**config.mk**
```make
export PLATFORM = sky130hd
export DESIGN_NAME = nes_io_top
export DESIGN_NICKNAME = d
export VERILOG_FILES = /design/src/hdl/nes_io_pkg.sv /design/src/hdl/nes_io_top.sv /design/src/hdl/rv_sdram_bridge.sv /design/src/hdl/joypad_channel.sv /design/src/hdl/nes_reset_sequencer.sv
export SDC_FILE = /design/constraint.sdc
export NUM_CORES = 1
export LEC_CHECK = 0
export BUFFER_PORTS_ARGS = -buffer_cell sky130_fd_sc_hd__buf_2
export CAP_MARGIN = 20
export CORE_MARGIN = 8
export CORE_UTILIZATION = 40
export CTS_BUF_LIST = sky130_fd_sc_hd__clkbuf_4 sky130_fd_sc_hd__clkbuf_8 sky130_fd_sc_hd__clkbuf_16
export DETAILED_ROUTE_END_ITERATION = 12
export PLACE_DENSITY = 0.75
export SYNTH_ARGS = -nofsm -noshare
export SYNTH_HDL_FRONTEND = slang
export SYNTH_HIERARCHICAL = 1
export SYNTH_SLANG_ARGS = --single-unit
```
**constraint.sdc**
```tcl
create_clock -name clk -period 3.84 [get_ports clk]
set_input_delay 0.384 -clock clk [delete_from_list [all_inputs] [get_ports clk]]
set_output_delay 0.384 -clock clk [all_outputs]
set_load 0.01 [all_outputs]
```
**src/hdl/nes_io_pkg.sv**
```systemverilog
/*
 * Shared widths, button positions and bridge states for the NES I/O glue.
 * Button words use the SNES layout; the low 8 bits are the NES buttons.
 * The softcore address only uses bits 20..2 at the SDRAM port (2 MB window).
 */

`default_nettype none

package nes_io_pkg;

    ////////////////////////////////////////
    // joypads
    ////////////////////////////////////////

    localparam int NUM_PADS      = 2;
    localparam int AUTOFIRE_BITS = 14;   // turbo period is 2^14 cycles

    // bit 0 upward: B Y SELECT START UP DOWN LEFT RIGHT A X L R
    typedef logic [11:0] snes_buttons_t;
    typedef logic [7:0]  nes_pad_t;      // NES shift register, A in bit 0

    localparam int BTN_SELECT  = 2;
    localparam int BTN_START   = 3;
    localparam int BTN_TURBO_A = 8;      // SNES A drives autofire on NES A
    localparam int BTN_TURBO_B = 9;      // SNES X drives autofire on NES B

    ////////////////////////////////////////
    // softcore bus and SDRAM port
    ////////////////////////////////////////

    localparam int RV_ADDR_W  = 23;
    localparam int RV_DATA_W  = 32;
    localparam int MEM_ADDR_W = 20;
    localparam int MEM_DATA_W = 16;

    typedef logic [RV_ADDR_W-1:0]    rv_addr_t;   // byte address
    typedef logic [RV_DATA_W-1:0]    rv_data_t;
    typedef logic [RV_DATA_W/8-1:0]  rv_strb_t;   // nonzero means write
    typedef logic [MEM_ADDR_W-1:0]   mem_addr_t;  // 16-bit word address
    typedef logic [MEM_DATA_W-1:0]   mem_data_t;
    typedef logic [MEM_DATA_W/8-1:0] mem_ds_t;    // byte selects

    typedef enum logic [2:0] {
        IDLE,       // waiting for a valid rise, issues the first request
        WAIT_LO,    // low word outstanding
        DATA_LO,    // low read word captured, high request issued
        WAIT_HI,    // high word outstanding
        DATA_HI     // read done, ready follows
    } bridge_state_t;

endpackage

`default_nettype wire
```
**src/hdl/nes_io_top.sv**
```systemverilog
/*
 * Input and housekeeping glue around the NES core: joypad ports,
 * console reset sequencing and the softcore to SDRAM bridge.
 * Everything runs on clk; inputs are assumed already synchronous.
 */

`timescale 1ns/1ps
`default_nettype none

module nes_io_top (
    input  wire                        clk,
    input  wire                        sys_resetn,
    // joypads
    input  nes_io_pkg::snes_buttons_t  i_pad_buttons [nes_io_pkg::NUM_PADS],
    input  wire                        i_joypad_strobe,
    input  wire                        i_joypad_clock [nes_io_pkg::NUM_PADS],
    output logic                       o_joypad_data [nes_io_pkg::NUM_PADS],
    // reset
    input  wire                        i_loading,
    output logic                       o_nes_reset,
    output logic                       o_loader_reset,
    // softcore bus
    input  wire                        i_rv_valid,
    input  nes_io_pkg::rv_addr_t       i_rv_addr,
    input  nes_io_pkg::rv_data_t       i_rv_wdata,
    input  nes_io_pkg::rv_strb_t       i_rv_wstrb,
    output logic                       o_rv_ready,
    output nes_io_pkg::rv_data_t       o_rv_rdata,
    // SDRAM port
    output logic                       o_mem_req,
    input  wire                        i_mem_ack,
    output nes_io_pkg::mem_addr_t      o_mem_addr,
    output nes_io_pkg::mem_data_t      o_mem_din,
    output nes_io_pkg::mem_ds_t        o_mem_ds,
    output logic                       o_mem_we,
    input  nes_io_pkg::mem_data_t      i_mem_dout
);

    // combo only watches the first pad
    nes_reset_sequencer u_reset_seq (
        .clk            (clk),
        .sys_resetn     (sys_resetn),
        .i_loading      (i_loading),
        .i_p1_buttons   (i_pad_buttons[0]),
        .o_nes_reset    (o_nes_reset),
        .o_loader_reset (o_loader_reset)
    );

    for (genvar p = 0; p < nes_io_pkg::NUM_PADS; p++) begin : g_pad
        joypad_channel u_pad (
            .clk         (clk),
            .sys_resetn  (sys_resetn),
            .i_buttons   (i_pad_buttons[p]),
            .i_strobe    (i_joypad_strobe),     // shared by both ports
            .i_pad_clock (i_joypad_clock[p]),
            .o_data      (o_joypad_data[p])
        );
    end

    rv_sdram_bridge u_bridge (
        .clk        (clk),
        .sys_resetn (sys_resetn),
        .i_rv_valid (i_rv_valid),
        .i_rv_addr  (i_rv_addr),
        .i_rv_wdata (i_rv_wdata),
        .i_rv_wstrb (i_rv_wstrb),
        .o_rv_ready (o_rv_ready),
        .o_rv_rdata (o_rv_rdata),
        .o_mem_req  (o_mem_req),
        .i_mem_ack  (i_mem_ack),
        .o_mem_addr (o_mem_addr),
        .o_mem_din  (o_mem_din),
        .o_mem_ds   (o_mem_ds),
        .o_mem_we   (o_mem_we),
        .i_mem_dout (i_mem_dout)
    );

endmodule

`default_nettype wire

```
**src/hdl/rv_sdram_bridge.sv**
```systemverilog
/*
 * Splits a 32-bit softcore access into one or two 16-bit toggle requests.
 * The master holds valid, address, data and strobes until the ready pulse.
 * Only byte address bits 20..2 reach the SDRAM port.
 * Read data is valid in the ready cycle only, until the next request toggles.
 */

`timescale 1ns/1ps
`default_nettype none

module rv_sdram_bridge (
    input  wire                    clk,
    input  wire                    sys_resetn,
    // softcore side
    input  wire                    i_rv_valid,
    input  nes_io_pkg::rv_addr_t   i_rv_addr,
    input  nes_io_pkg::rv_data_t   i_rv_wdata,
    input  nes_io_pkg::rv_strb_t   i_rv_wstrb,
    output logic                   o_rv_ready,
    output nes_io_pkg::rv_data_t   o_rv_rdata,
    // SDRAM port
    output logic                   o_mem_req,
    input  wire                    i_mem_ack,
    output nes_io_pkg::mem_addr_t  o_mem_addr,
    output nes_io_pkg::mem_data_t  o_mem_din,
    output nes_io_pkg::mem_ds_t    o_mem_ds,
    output logic                   o_mem_we,
    input  nes_io_pkg::mem_data_t  i_mem_dout
);

    nes_io_pkg::bridge_state_t state;
    nes_io_pkg::mem_data_t     rdata_lo;

    logic rv_valid_r;
    logic req_pending;      // valid rise seen while busy
    logic new_req;
    logic start;
    logic word_sel;         // 0 low word, 1 high word
    logic is_write;
    logic write_lo;
    logic write_hi;
    logic mem_done;

    assign new_req  = i_rv_valid & ~rv_valid_r;
    assign start    = new_req | req_pending;
    assign is_write = |i_rv_wstrb;
    assign write_lo = |i_rv_wstrb[1:0];
    assign write_hi = |i_rv_wstrb[3:2];
    assign mem_done = (o_mem_req == i_mem_ack);

    // address, data and direction come straight from the held bus request
    assign o_mem_addr = {i_rv_addr[20:2], word_sel};
    assign o_mem_din  = word_sel ? i_rv_wdata[31:16] : i_rv_wdata[15:0];
    assign o_mem_we   = is_write;
    assign o_rv_rdata = {i_mem_dout, rdata_lo};

    ////////////////////////////////////////
    // state machine
    ////////////////////////////////////////

    always_ff @(posedge clk) begin
        if (!sys_resetn) begin
            state       <= nes_io_pkg::IDLE;
            rv_valid_r  <= 1'b0;
            req_pending <= 1'b0;
            o_rv_ready  <= 1'b0;
            o_mem_req   <= 1'b0;
            word_sel    <= 1'b0;
            o_mem_ds    <= '0;
        end else begin
            rv_valid_r <= i_rv_valid;
            o_rv_ready <= 1'b0;
            if (new_req)
                req_pending <= 1'b1;

            case (state)
                nes_io_pkg::IDLE: begin
                    if (start) begin
                        req_pending <= 1'b0;
                        o_mem_req   <= ~o_mem_req;
                        if (is_write && !write_lo) begin
                            // high half only
                            word_sel <= 1'b1;
                            o_mem_ds <= i_rv_wstrb[3:2];
                            state    <= nes_io_pkg::WAIT_HI;
                        end else begin
                            word_sel <= 1'b0;
                            o_mem_ds <= is_write ? i_rv_wstrb[1:0] : 2'b11;
                            state    <= nes_io_pkg::WAIT_LO;
                        end
                    end
                end

                nes_io_pkg::WAIT_LO: begin
                    if (mem_done) begin
                        if (!is_write) begin
                            state <= nes_io_pkg::DATA_LO;
                        end else if (!write_hi) begin
                            o_rv_ready <= 1'b1;        // low half only
                            state      <= nes_io_pkg::IDLE;
                        end else begin
                            o_mem_req <= ~o_mem_req;
                            word_sel  <= 1'b1;
                            o_mem_ds  <= i_rv_wstrb[3:2];
                            state     <= nes_io_pkg::WAIT_HI;
                        end
                    end
                end

                nes_io_pkg::DATA_LO: begin
                    rdata_lo  <= i_mem_dout;    // still valid, no toggle yet
                    o_mem_req <= ~o_mem_req;
                    word_sel  <= 1'b1;
                    o_mem_ds  <= 2'b11;
                    state     <= nes_io_pkg::WAIT_HI;
                end

                nes_io_pkg::WAIT_HI: begin
                    if (mem_done) begin
                        if (is_write) begin
                            o_rv_ready <= 1'b1;
                            state      <= nes_io_pkg::IDLE;
                        end else begin
                            state <= nes_io_pkg::DATA_HI;
                        end
                    end
                end

                nes_io_pkg::DATA_HI: begin
                    o_rv_ready <= 1'b1;         // high word held on i_mem_dout
                    state      <= nes_io_pkg::IDLE;
                end

                default: state <= nes_io_pkg::IDLE;
            endcase
        end
    end

    ////////////////////////////////////////
    // checks
    ////////////////////////////////////////

    // no new toggle while the SDRAM side still owes an ack
    a_req_after_ack: assert property (
        @(posedge clk) disable iff (!sys_resetn)
        (o_mem_req != i_mem_ack) |=> $stable(o_mem_req)
    ) else $error("SDRAM request toggled before previous ack");

    a_ready_pulse: assert property (
        @(posedge clk) disable iff (!sys_resetn)
        o_rv_ready |=> !o_rv_ready
    ) else $error("bus ready high for two cycles");

endmodule

`default_nettype wire

```
**src/hdl/joypad_channel.sv**
```systemverilog
/*
 * One NES controller port. Strobe and port clock are levels from the console,
 * sampled on clk; the port clock must stay in each phase for at least a cycle.
 * Strobe wins over a shift in the same cycle. After 8 shifts the port reads 1.
 */

`timescale 1ns/1ps
`default_nettype none

module joypad_channel (
    input  wire                        clk,
    input  wire                        sys_resetn,
    input  nes_io_pkg::snes_buttons_t  i_buttons,
    input  wire                        i_strobe,
    input  wire                        i_pad_clock,
    output logic                       o_data
);

    localparam int AF_MSB = nes_io_pkg::AUTOFIRE_BITS - 1;

    logic [AF_MSB:0]      af_cnt [2];    // 0 for turbo A, 1 for turbo B
    logic [1:0]           turbo_btn;
    logic [1:0]           af_bit;
    logic                 pad_clock_r;
    logic                 pad_fall;
    nes_io_pkg::nes_pad_t pad_bits;
    nes_io_pkg::nes_pad_t pad_load;

    ////////////////////////////////////////
    // autofire
    ////////////////////////////////////////

    assign turbo_btn = {i_buttons[nes_io_pkg::BTN_TURBO_B],
                        i_buttons[nes_io_pkg::BTN_TURBO_A]};

    always_ff @(posedge clk) begin
        for (int i = 0; i < 2; i++) begin
            if (!sys_resetn || !turbo_btn[i])
                af_cnt[i] <= '0;               // restart on every press
            else
                af_cnt[i] <= af_cnt[i] + 1'b1; // wraps, so it keeps toggling
        end
    end

    // low for the first half period after the press
    assign af_bit = {af_cnt[1][AF_MSB], af_cnt[0][AF_MSB]};

    ////////////////////////////////////////
    // shift register
    ////////////////////////////////////////

    // turbo merged into NES A (bit 0) and NES B (bit 1)
    assign pad_load = {i_buttons[7:2],
                       i_buttons[1] | af_bit[1],
                       i_buttons[0] | af_bit[0]};

    assign pad_fall = pad_clock_r & ~i_pad_clock;

    always_ff @(posedge clk) begin
        if (!sys_resetn) begin
            pad_clock_r <= 1'b0;
            pad_bits    <= '1;               // reads as nothing pressed
        end else begin
            pad_clock_r <= i_pad_clock;
            if (i_strobe)
                pad_bits <= pad_load;        // reload every cycle while high
            else if (pad_fall)
                pad_bits <= {1'b1, pad_bits[7:1]};
        end
    end

    assign o_data = pad_bits[0];

    ////////////////////////////////////////
    // checks
    ////////////////////////////////////////

    // a plain shift always brings a 1 in at the top
    a_shift_fill: assert property (
        @(posedge clk) disable iff (!sys_resetn)
        (pad_fall && !i_strobe) |=> pad_bits[7]
    ) else $error("joypad shift did not fill with 1");

endmodule

`default_nettype wire

```
**src/hdl/nes_reset_sequencer.sv**
```systemverilog
/*
 * Console reset follows the loading level and the Select+Start combo on pad 0.
 * Buttons and loading are assumed synchronous to clk.
 * All outputs are registered and move one cycle after the sampled event.
 */

`timescale 1ns/1ps
`default_nettype none

module nes_reset_sequencer (
    input  wire                        clk,
    input  wire                        sys_resetn,
    input  wire                        i_loading,
    input  nes_io_pkg::snes_buttons_t  i_p1_buttons,
    output logic                       o_nes_reset,
    output logic                       o_loader_reset
);

    logic loading_r;
    logic combo_r;
    logic combo;

    assign combo = i_p1_buttons[nes_io_pkg::BTN_SELECT] &
                   i_p1_buttons[nes_io_pkg::BTN_START];

    always_ff @(posedge clk) begin
        if (!sys_resetn) begin
            loading_r      <= 1'b0;
            combo_r        <= 1'b0;
            o_nes_reset    <= 1'b1;    // console held until a rom is loaded
            o_loader_reset <= 1'b0;
        end else begin
            loading_r      <= i_loading;
            combo_r        <= combo;
            o_loader_reset <= i_loading & ~loading_r;

            // combo press and release
            if (combo && !combo_r)
                o_nes_reset <= 1'b1;
            else if (!combo && combo_r && !i_loading)
                o_nes_reset <= 1'b0;

            // loading edges take priority over the combo
            if (i_loading && !loading_r)
                o_nes_reset <= 1'b1;
            else if (!i_loading && loading_r)
                o_nes_reset <= 1'b0;
        end
    end

    ////////////////////////////////////////
    // checks
    ////////////////////////////////////////

    // loader reset is a single pulse per load
    a_loader_pulse: assert property (
        @(posedge clk) disable iff (!sys_resetn)
        o_loader_reset |=> !o_loader_reset
    ) else $error("loader reset held for more than one cycle");

endmodule

`default_nettype wire

```
==> metrics.md, run 1 <==
| Metric | Value |
|---|---|
| Run status | `complete, no violations` |
| Synth Flop Type | `dfxtp_1` |
| Leak | `about 2.2 nW` |
| Hold-fix buffers, CTS | `0` |
| Vias in the first global route | `3,612` |
| GRT Total Usage | `13.8%` |
| Final Max Tran Viols | `0` |
| Initial Utilization | `between 40% and 50%` |
| Rows | `39` |
| Tcrit/Tclk final | `55.0%` |
| Max_cap viols | `0` |
| First-pass GRT wire length | `roughly 18,000 µm` |
| Layout area overhead | `18.2%` |
| Buffers on Ports | `between 100 and 150` |
| Worst VDD drop | `0.348 mV` |
| Share of the yosys chip area belonging to registers | `~47%` |
| Die X-Extent | `125 µm` |
| Initial antenna violation count | `1` |
| Flops & latches, synth | `between 100 and 150` |
| RSZ-0062 raised after global routing | `no` |
| Clock transition at path regs | `~0.070 ns` |
| Net Count, Synth | `slightly below 600` |
| Via count | `3,686` |
| Most common cell in the netlist | `dfxtp_1` |
| Total Wirelength | `roughly 11,000 µm` |
| Mapped cell area | `between 4000 and 5000 µm²` |
| Area share of the leading cell type in the synthesized netlist | `about 37%` |
| Critical path arrival | `between 1.5 and 2 ns` |
| Total negative setup slack | `0 ns` |
| Post-synth EDFFs | `16` |
| Clock latency on the worst-skew pair | `roughly 0.35 ns` |
| Diodes inserted | `0` |
| Hold crit path type | `in2reg` |
| CTS resizes | `0` |
| Core Box Area | `approximately 12,000 µm²` |
| Die H | `125 µm` |
| Setup Viol. Count Final | `0` |
| Cell count after synthesis | `~480` |
| Worst-path maximum fanout | `18` |
| Clk buf depth | `2` |
| Worst setup SP type | `flop` |
| Starting DRT DRC Count | `230` |
| Syn Area/Cell | `9.85 µm²` |
| Setup Crit Path Kind | `reg2out` |
| Num CTS Buffers | `9` |
| Total count of hold-check failures in the final report | `0` |
| Yosys warns | `6` |
| DRT Pass-1 Iters | `4` |
| Clk root buf | `clkbuf_16` |
| Synth cell count leaders | `dfxtp_1, nor2_1, nand2_1` |
| Synth area leaders | `dfxtp_1, edfxtp_1, mux2_2` |
| Final core area utilization | `between 40% and 50%` |
| Fmax | `~470 MHz` |
| Number of antenna-violating nets in the routed design | `0` |
| Slew @ Worst Pin | `around 0.76 ns` |
| Setup crit end kind | `output pin` |
| CTS tree | `done` |
| Max-slew headroom | `between 40% and 50%` |
| GP Congestion | `0.875` |
| WL/cell | `approximately 15 µm` |
| Synth area leader | `dfxtp_1` |
| Via density | `between 5 and 6` |
| Asr flop ratio synth | `0%` |
| Clock sink total | `roughly 100` |
| Dpl hpwl | `roughly 8600 µm` |
| Post-CTS Setup Bufs | `0` |
| Num ports | `around 180` |
| Pwr dens | `457 nW/µm²` |
| Largest net degree at the start of global routing | `39` |
| Final Skew | `about 0.0067 ns` |
| Total Nets Final | `692` |
| Yosys cell types | `46` |
| Total grt overflow | `0` |
| DRC viols | `0` |
| Worst Path Required | `3.46 ns` |
| Post-layout minimum cycle time | `2.11 ns` |
| Htree depth | `3` |
| Die footprint | `approximately 16,000 µm²` |
| Share of cells above drive strength 1 | `32.9%` |
## path summary, 6_finish.rpt
path	from	to	slack (ns)	depth (start not counted)
max	u_bridge/word_sel	o_mem_din[9]	1.73	2
min	i_mem_dout[10]	u_bridge/rdata_lo[10]	0.22	1
min reg2reg	u_reset_seq/loading_r	u_reset_seq/o_loader_reset	0.44	1
max reg2reg	g_pad[1].u_pad/pad_clock_r	g_pad[1].u_pad/pad_bits[4]	2.20	4
## through the flow
step	instances	area [µm²]	power [mW]	hold WS [ns]	setup slack (ns)
detailed placement	713	5290	1.63	0.431	1.99
finish	729	5610	2.56	0.222	1.73
global route	729	5610	2.68	0.202	1.65
global placement	713	5290	1.62	0.411	2.06
CTS	729	5610	2.60	0.205	1.70
floorplan	482	4750	1.51	0.392	1.88
## critical path, stage by stage (launching register included)
cell,delay [ns]
dfxtp_1,0.78
mux2_2,0.45
buf_2,0.15
## logic make-up after synthesis
logic type	Yosys count	synth area share, %
AOI/OAI and AO/OA	49	6.80
xor gates and xnor gates	44	8.12
adders and majority gates	4	1.05
buffers and inverters	57	7.54
DFF	104	47.2
muxes	37	8.49
and+or+nand+nor	187	20.7
## cells in the final DEF, fill, tap and decap left out, types with 3 or more instances in the layout
cell type / instances
nor2b_1: 13
nand4_1: 12
and4_4: 3
dfxtp_1: 88
nor4_1: 5
o21ai_0: 17
and4_2: 3
and2_1: 7
nor2_1: 52
nor3_1: 11
mux2i_1: 11
inv_6: 3
inv_1: 6
nand2_1: 37
xnor2_1: 20
clkbuf_16: 9
nand3_1: 18
xor2_1: 24
ha_1: 4
nor3b_1: 6
buf_2: 137
and3_1: 6
edfxtp_1: 16
mux2_2: 26
or3_1: 6
a211oi_1: 5
a21oi_1: 10
## where the power goes
group          switching [mW]  internal [mW]
clock network           0.431          0.527
logic                   0.191          0.200
registers              0.0585           1.16
## sequential cells by signal, indices dropped and copies added, names as in the netlist, 2 cells and up
| name | count |
|---|---|
| u_bridge/state | 3 |
| g_pad.u_pad/pad_clock_r | 2 |
| g_pad.u_pad/af_cnt | 56 |
| u_bridge/o_mem_ds | 2 |
| u_bridge/rdata_lo | 16 |
| g_pad.u_pad/pad_bits | 16 |
## routing by layer
layer	part of all wire, %	track usage (%)
met5	0.12	0
met1	41	15.1
met3	8.4	5.82
met2	48	23.1
met4	2.1	6.16
## cell type report
type | instances | area, µm²
Fill cell | 1060 | 5910
Multi-Input combinational cell | 321 | 2150
Clock buffer | 9 | 225
Sequential cell | 104 | 2240
Timing Repair Buffer | 139 | 701
Clock inverter | 7 | 95.1
Inverter | 6 | 22.5
Tap cell | 143 | 179
Note: power is estimated with default switching activity, not from simulation.
==> inputs of run 2 (changes only) <==
--- a/config.mk
+++ b/config.mk
@@ -5,13 +5,14 @@
 export SDC_FILE = /design/constraint.sdc
 export NUM_CORES = 1
 export LEC_CHECK = 0
+export ABC_AREA = 1
 export BUFFER_PORTS_ARGS = -buffer_cell sky130_fd_sc_hd__buf_2
 export CAP_MARGIN = 20
 export CORE_MARGIN = 8
 export CORE_UTILIZATION = 40
 export CTS_BUF_LIST = sky130_fd_sc_hd__clkbuf_4 sky130_fd_sc_hd__clkbuf_8 sky130_fd_sc_hd__clkbuf_16
 export DETAILED_ROUTE_END_ITERATION = 12
-export PLACE_DENSITY = 0.75
+export PLACE_DENSITY = 0.74
 export SYNTH_ARGS = -nofsm -noshare
 export SYNTH_HDL_FRONTEND = slang
 export SYNTH_HIERARCHICAL = 1
==> constraint.sdc (replaced) <==
create_clock -name clk -period 2.2 [get_ports clk]
set_input_delay 0.22 -clock clk [delete_from_list [all_inputs] [get_ports clk]]
set_output_delay 0.22 -clock clk [all_outputs]
set_load 0.01 [all_outputs]
==> run 2 against run 1 <==
Utilization down 0.28 points; flip-flop and latch count unchanged; routed wire length increased by 5.2%; non-clock buffer count is 1 higher; sequential share of layout area is 3.1 points lower; power is 79% higher.
==> metrics.md, run 2 <==
| Metric | Value |
|---|---|
| Run status | `complete, no violations` |
| Synth cell count leaders | `nand2_1, dfxtp_1, nor2_1` |
| Most common cell in the netlist | `nand2_1` |
| Die X-Extent | `129 µm (+3.4%)` |
| Clock sink total | `104 (unchanged)` |
| Htree depth | `3 (unchanged)` |
| Pwr dens | `755 nW/µm² (+65%)` |
| Net Count, Synth | `779 (+31%)` |
| Number of antenna-violating nets in the routed design | `0 (unchanged)` |
| Max_cap viols | `0 (unchanged)` |
| Leak | `2.57 nW (+15%)` |
| P_sw | `1.23 mW (+81%)` |
| Largest family of logic cells by synthesized area | `simple AND/OR/NAND/NOR gates` |
| Yosys cell types | `32 (-30%)` |
| Dpl hpwl | `9210 µm (+7.6%)` |
| Adder-Cell Fraction of Synth Area | `0.976% (-0.078 points)` |
| Net Sw Frac | `26.8% (+0.29 points)` |
| Regs by FF count | `g_pad.u_pad/af_cnt x56, g_pad.u_pad/pad_bits x16, u_bridge/rdata_lo x16` |
| Clk pwr share | `38.0% (+0.6 points)` |
| Yosys warns | `6 (unchanged)` |
| Worst VDD drop | `0.370 mV (+6.3%)` |
| Mapped cell area | `5130 µm² (+8.0%)` |
| Setup Crit Path Kind | `reg2out` |
| Multi-input gate area | `2280 µm² (+6.3%)` |
| Total Nets Final | `890 (+29%)` |
| Largest register FFs | `56 (unchanged)` |
| DRT Pass-1 Iters | `4 (unchanged)` |
| Commonest non-fill, non-tap cell in the layout | `buf_2` |
| Worst setup SP type | `flop` |
| Total negative setup slack | `0 ns (unchanged)` |
| Hold crit path type | `in2reg` |
| CTS resizes | `0 (unchanged)` |
| Hold-fix buffers, CTS | `0 (unchanged)` |
| Tcrit/Tclk final | `76.7%` |
| Layout area overhead | `18.8%` |
| Largest net degree at the start of global routing | `19 (-51%)` |
| Synth area leader | `dfxtp_1` |
| Via count | `4,498 (+22%)` |
| Comb pwr share | `16.8% (+1.6 points)` |
| Place WS | `0.785 ns (-1.20 ns)` |
| Post-synth EDFFs | `16 (unchanged)` |
| Worst-path maximum fanout | `17 (-1)` |
| Post-synthesis mux area share | `3.51% (-5.0 points)` |
| Worst setup margin | `0.513 ns (-1.21 ns)` |
| RSZ-0062 raised after global routing | `no` |
| Met2 wire len | `5320 µm (-0.37%)` |
| Syn Area/Cell | `7.67 µm² (-22%)` |
| Met3 wire length | `1160 µm (+25%)` |
| Reg2Reg Depth | `3 (-1)` |
| Post-layout minimum cycle time | `1.69 ns` |
| Initial Utilization | `40.8% (-0.42 points)` |
| Total Wirelength | `11,600 µm (+5.2%)` |
| Commonest non-fill, non-tap cells in the layout | `buf_2, nand2_1, nor2_1, dfxtp_1, inv_1` |
| Final Skew | `0.00893 ns (+0.00223 ns)` |
| Total count of hold-check failures in the final report | `0 (unchanged)` |
| Hold Crit Depth | `1 (unchanged)` |
| Clk root buf | `clkbuf_16` |
| Clk buf depth | `2 (unchanged)` |
| First-pass GRT wire length | `18,800 µm (+6.5%)` |
| Die H | `129 µm (+3.4%)` |
| Synth Area in Simple Gates | `31.9% (+11 points)` |
| Cell count after synthesis | `668 (+39%)` |
| Final Max Tran Viols | `0 (unchanged)` |
| Area share of the leading cell type in the synthesized netlist | `34.4% (-2.8 points)` |
| Num CTS Buffers | `9 (unchanged)` |
| WL/cell | `12.2 µm (-20%)` |
| Vias in the first global route | `4,197 (+16%)` |
| Die footprint | `16,700 µm² (+7.0%)` |
| Buffers on Ports | `137 (unchanged)` |
| HP Start | `i_mem_dout[6]` |
| GP Congestion | `0.863 (-1.4%)` |
| Core Box Area | `12,600 µm² (+9.1%)` |
| Worst Path Required | `1.98 ns (-1.48 ns)` |
| Register Area | `2240 µm² (unchanged)` |
| Asr flop ratio synth | `0% (unchanged)` |
| Final core area utilization | `48.4% (-0.28 points)` |
| Post-synthesis compound-gate area fraction | `8.15% (+1.4 points)` |
| CTS tree | `done` |
| Num ports | `184 (unchanged)` |
| Rows | `41 (+5.1%)` |
| Setup Viol. Count Final | `0 (unchanged)` |
| Total grt overflow | `0 (unchanged)` |
| Synth Flop Type | `dfxtp_1` |
| Flops & latches, synth | `104 (unchanged)` |
| Register share of total power | `45.2% (-2.2 points)` |
| Fmax | `593 MHz` |
| Tot Pwr | `4.60 mW (+79%)` |
| Most flops, register | `g_pad.u_pad/af_cnt` |
| Max-slew headroom | `66.7% (+17 points)` |
| Via density | `4.70 (-7.0%)` |
| Fillers | `1,253 (+18%)` |
| DRC viols | `0 (unchanged)` |
| M1 WL | `5060 µm (+11%)` |
| Critical path launch point | `u_bridge/word_sel` |
| GRT Total Usage | `13.9% (+0.070 points)` |
| Reg2reg start | `u_bridge/state[1]` |
| Clock transition at path regs | `0.07 ns (about the same)` |
| Starting DRT DRC Count | `175 (-24%)` |
| XOR/XNOR Fraction of Synth Area | `0% (-8.1 points)` |
| Post-CTS Setup Bufs | `0 (unchanged)` |
| Setup crit end kind | `output pin` |
| Share of cells above drive strength 1 | `29.2% (-3.7 points)` |
| Critical path arrival | `1.47 ns (-0.26 ns)` |
| Synth area leaders | `dfxtp_1, nand2_1, edfxtp_1` |
| Clock latency on the worst-skew pair | `0.35 ns (about the same)` |
| Initial antenna violation count | `0 (-1)` |
| Top Layer Used | `met4` |
| Share of the yosys chip area belonging to registers | `43.7% (-3.5 points)` |
| Pint | `3.36 mW (+79%)` |
| Slew @ Worst Pin | `0.497 ns (-0.262 ns)` |
[run 2: changes by cell type in the layout (fill, tap and decap cells not counted), moves of 20 or more]
cell,previous run,this run
inv_1,6,71
nand3_1,18,58
nor2_1,52,88
a21oi_1,10,46
xor2_1,24,0
nand2_1,37,134
xnor2_1,20,0
[run 2: stage by stage]
| step | area (µm²) | instances | hold WS [ns] |
|---|---|---|---|
| 4_1_cts | 6090 | 956 | 0.0395 |
| 3_5_place_dp | 5760 | 940 | 0.412 |
| 5_1_grt | 6090 | 956 | 0.0390 |
| 3_3_place_gp | 5760 | 940 | 0.397 |
| 6_report | 6090 | 957 | 0.0597 |
| 2_1_floorplan | 5130 | 668 | 0.313 |
[run 2: final cells by class]
cell class	instances	share of cell area, %
Timing Repair Buffer	140	11.6
Multi-Input combinational cell	443	37.5
Sequential cell	104	36.8
Clock buffer	9	3.70
Tap cell	172	3.53
Antenna cell	1	0.0411
Clock inverter	7	1.71
Inverter	81	5.10
[run 2: final timing paths]
path	slack, ns	endpoint
worst max-delay path	0.51	o_mem_din[11]
worst min-delay path	0.06	u_bridge/rdata_lo[6]
worst max register to register	0.87	u_bridge/rdata_lo[5]
worst min register to register	0.42	u_reset_seq/o_loader_reset
[run 2: layer usage]
layer / vias up / track usage (%)
met5: - / 0
met4: 0 / 4.70
met3: 6 / 5.22
met2: 128 / 23.6
met1: 2022 / 15.7
li1: 2342 / -
[run 2: kinds of logic after synthesis]
family	Yosys count
DFF	104
buffers and inverters	121
AOI/OAI and AO/OA	76
muxes	16
adders and majority gates	4
and+or+nand+nor	347
[run 2: power by group through the flow]
| stage | Combinational (mW) | Clock (mW) | Sequential (mW) |
|---|---|---|---|
| after detailed placement | 0.777 | 0 | 2.12 |
| final | 0.773 | 1.75 | 2.08 |
| after global routing | 0.866 | 1.89 | 2.09 |
| after CTS | 0.781 | 1.81 | 2.08 |
| after floorplan | 0.537 | 0 | 2.13 |
| after global placement | 0.770 | 0 | 2.12 |
[run 2: worst max-delay path, cell delays in order, from the launching register on]
cell and delay (ns):
dfxtp_1 0.34, buf_4 0.25, mux2_2 0.38, buf_2 0.15
==> inputs of run 3 (changes only) <==
--- a/config.mk
+++ b/config.mk
@@ -12,7 +12,7 @@
 export CORE_UTILIZATION = 40
 export CTS_BUF_LIST = sky130_fd_sc_hd__clkbuf_4 sky130_fd_sc_hd__clkbuf_8 sky130_fd_sc_hd__clkbuf_16
 export DETAILED_ROUTE_END_ITERATION = 12
-export PLACE_DENSITY = 0.74
+export PLACE_DENSITY = 0.76
 export SYNTH_ARGS = -nofsm -noshare
 export SYNTH_HDL_FRONTEND = slang
 export SYNTH_HIERARCHICAL = 1
==> constraint.sdc (replaced) <==
create_clock -name clk -period 1.4 [get_ports clk]
set_input_delay 0.14 -clock clk [delete_from_list [all_inputs] [get_ports clk]]
set_output_delay 0.14 -clock clk [all_outputs]
set_load 0.01 [all_outputs]
==> run 3 against run 2 <==
The run now ends with setup timing left; clock power grew 39%; sequential share of layout area fell by 2.1 points; clock skew down 0.0010 ns; flip-flop and latch count unchanged; worst hold slack lost 0.046 ns; combinational power increased by 95%; utilization up 3.0 points; worst setup slack lost 0.60 ns; cell count is 2.8% higher; sequential power is 58% higher; non-clock buffer count rose by 27; critical endpoint is now o_mem_din[12].
==> metrics.md, run 3 (synthesis results as in run 2) <==
| Metric | Value |
|---|---|
| Worst path max stage delay | `0.38 ns (about the same)` |
| Die H | `129 µm (unchanged)` |
| Fin area | `6470 µm² (+6.2%)` |
| Rows | `41 (unchanged)` |
| Max_cap viols | `0 (unchanged)` |
| CTS tree | `done` |
| GP Congestion | `0.868 (+0.57%)` |
| M3 GR Usage | `5.22% (unchanged)` |
| Initial Utilization | `40.8% (unchanged)` |
| P_sw | `2.05 mW (+66%)` |
| Via count | `4,599 (+2.2%)` |
| Non-Filler Instances | `984 (+2.8%)` |
| Clk buf depth | `2 (unchanged)` |
| GR Util met1 | `17.4% (+1.6 points)` |
| Pint | `5.18 mW (+54%)` |
| Reg2reg start | `u_bridge/state[1]` |
| Final Skew | `0.00792 ns (-0.00101 ns)` |
| HP Start | `i_joypad_clock[0]` |
| Setup crit end kind | `output pin` |
| Tcrit/Tclk final | `106%` |
| Largest net degree at the start of global routing | `20 (+1)` |
| Number of antenna-violating nets in the routed design | `0 (unchanged)` |
| Clock latency on the worst-skew pair | `0.35 ns (about the same)` |
| Setup Crit Path Kind | `reg2out` |
| Max-slew headroom | `67.7% (+0.94 points)` |
| Failing checks | `setup timing` |
| Hold crit path type | `in2reg` |
| Leak | `2.74 nW (+6.5%)` |
| Pwr dens | `1120 nW/µm² (+48%)` |
| Dpl hpwl | `9290 µm (+0.86%)` |
| DRC viols | `0 (unchanged)` |
| Fmax | `between 600 and 700 MHz` |
| Worst setup SP type | `flop` |
| Total Wirelength | `12,500 µm (+7.9%)` |
| Most flops, register | `g_pad.u_pad/af_cnt` |
| Clk root buf | `clkbuf_16` |
| Comb pwr share | `20.9% (+4.1 points)` |
| Critical path arrival | `1.34 ns (-0.13 ns)` |
| Clock sink total | `104 (unchanged)` |
| Worst VDD drop | `0.605 mV (+63%)` |
| Num CTS Buffers | `9 (unchanged)` |
| Placed cell areas | `5830 µm² (+1.3%)` |
| Regs by FF count | `g_pad.u_pad/af_cnt x56, g_pad.u_pad/pad_bits x16, u_bridge/rdata_lo x16` |
| WL/cell | `12.8 µm (+4.9%)` |
| Clk pwr share | `33.6% (-4.4 points)` |
| Htree depth | `3 (unchanged)` |
| Core Box Area | `12,600 µm² (unchanged)` |
| Fillers | `1,194 (-4.7%)` |
| GRT Total Usage | `14.9% (+1.0 points)` |
| Post-layout minimum cycle time | `1.48 ns` |
| Layout area overhead | `26.1%` |
| DP Cell Count | `946 (+0.64%)` |
| Worst-path maximum fanout | `9 (-8)` |
| Total count of hold-check failures in the final report | `0 (unchanged)` |
| Initial antenna violation count | `2 (+2)` |
| Slew @ Worst Pin | `0.483 ns (-0.0140 ns)` |
| Worst Path Required | `1.26 ns (-0.72 ns)` |
| Worst setup margin | `-0.0850 ns (-0.598 ns)` |
| RSZ-0062 raised after global routing | `yes` |
| Total grt overflow | `0 (unchanged)` |
| Starting DRT DRC Count | `168 (-4.0%)` |
| Vias in the first global route | `4,331 (+3.2%)` |
| Slowest CP cell | `dfxtp_4` |
| Num ports | `184 (unchanged)` |
| Setup Viol. Count Final | `16 (+16)` |
| Die footprint | `16,700 µm² (unchanged)` |
| Commonest non-fill, non-tap cell in the layout | `nand2_1` |
| DRT Pass-1 Iters | `5 (+1)` |
| Share of cells above drive strength 1 | `29.5% (+0.26 points)` |
| Largest register FFs | `56 (unchanged)` |
| Commonest non-fill, non-tap cells in the layout | `nand2_1, buf_2, nor2_1, dfxtp_1, inv_1` |
| Critical-path cell list | `buf_12 -> mux2_2 -> buf_6` |
| GRT Max-Usage Layer | `met2` |
| Run status | `finished with violations` |
| GR met2 Demand/Resource | `24.7% (+1.1 points)` |
| Critical path launch point | `u_bridge/word_sel` |
| Buffers on Ports | `137 (unchanged)` |
| Register share of total power | `45.4% (+0.2 points)` |
| Clock transition at path regs | `0.07 ns (about the same)` |
| Via density | `4.67 (-0.56%)` |
| Total Nets Final | `917 (+3.0%)` |
| Final Max Tran Viols | `0 (unchanged)` |
| Die X-Extent | `129 µm (unchanged)` |
| Net Sw Frac | `28.4% (+1.6 points)` |
| First-pass GRT wire length | `20,100 µm (+7.1%)` |
-- run 3: cell types whose count changed in the layout (fill, tap and decap cells not counted), moves of 2 or more --
cell	previous run	this run
dlygate4sd3_1	0	19
buf_2	137	123
buf_6	0	14
mux2_2	16	9
mux2_4	0	7
buf_4	3	8
buf_12	0	2
bufinv_16	2	0
-- run 3: power by group through the flow --
stage	Combinational, mW	Clock [mW]	Sequential (mW)
after floorplan	0.849	0	3.35
final	1.51	2.43	3.28
after global routing	1.67	2.65	3.30
after global placement	1.25	0	3.33
after detailed placement	1.27	0	3.34
after CTS	1.41	2.53	3.27
-- run 3: cell type report --
type | instances | area (µm²) | share of cell area (%)
Antenna cell | 1 | 2.50 | 0.0387
Clock buffer | 9 | 225 | 3.48
Clock inverter | 7 | 63.8 | 0.987
Inverter | 81 | 310 | 4.80
Multi-Input combinational cell | 443 | 2310 | 35.8
Sequential cell | 104 | 2250 | 34.7
Tap cell | 172 | 215 | 3.33
Timing Repair Buffer | 167 | 1090 | 16.8
-- run 3: per-layer routing --
metal,up-vias,part of all wire (%)
met3,17,9.6
met5,-,0.080
met1,2028,42
li1,2402,-
met2,150,47
met4,2,1.7
-- run 3: path summary, 6_finish.rpt --
| path | cells after the start | slack (ns) | end |
|---|---|---|---|
| setup / recovery | 3 | -0.08 | o_mem_din[12] |
| hold / removal | 3 | 0.01 | g_pad[1].u_pad/pad_clock_r |
| setup reg to reg | 3 | 0.10 | u_bridge/rdata_lo[2] |
| hold reg to reg | 1 | 0.41 | u_reset_seq/o_loader_reset |
-- run 3: through the flow --
step | util, % | setup TNS [ns] | hold slack, ns | setup slack [ns] | total power, mW
final | 51.4 | -1.07 | 0.0134 | -0.0850 | 7.23
after global routing | 51.4 | -1.84 | 0.000628 | -0.124 | 7.62
after CTS | 50.9 | -1.60 | 0.000374 | -0.116 | 7.21
after global placement | 46.4 | 0 | 0.280 | 0.141 | 4.59
after floorplan | - | 0 | 0.233 | 0.145 | 4.20
after detailed placement | 46.4 | 0 | 0.280 | 0.106 | 4.61
-- run 3: repair_timing --
action / in CTS / in global routing
setup buffers: 0 / 1
cloned: 0 / 1
endpoints found under the hold margin: 19 / 0
setup endpoints to repair: 16 / 16
gates resized for setup: 15 / 9
hold buffers: 19 / 0
-- run 3: worst max-delay path: cells and delay by family, from the launching register on --
family	cells	cell delay, ns
flip-flops	1	0.38
multiplexers	1	0.35
buffers and inverters	2	0.26
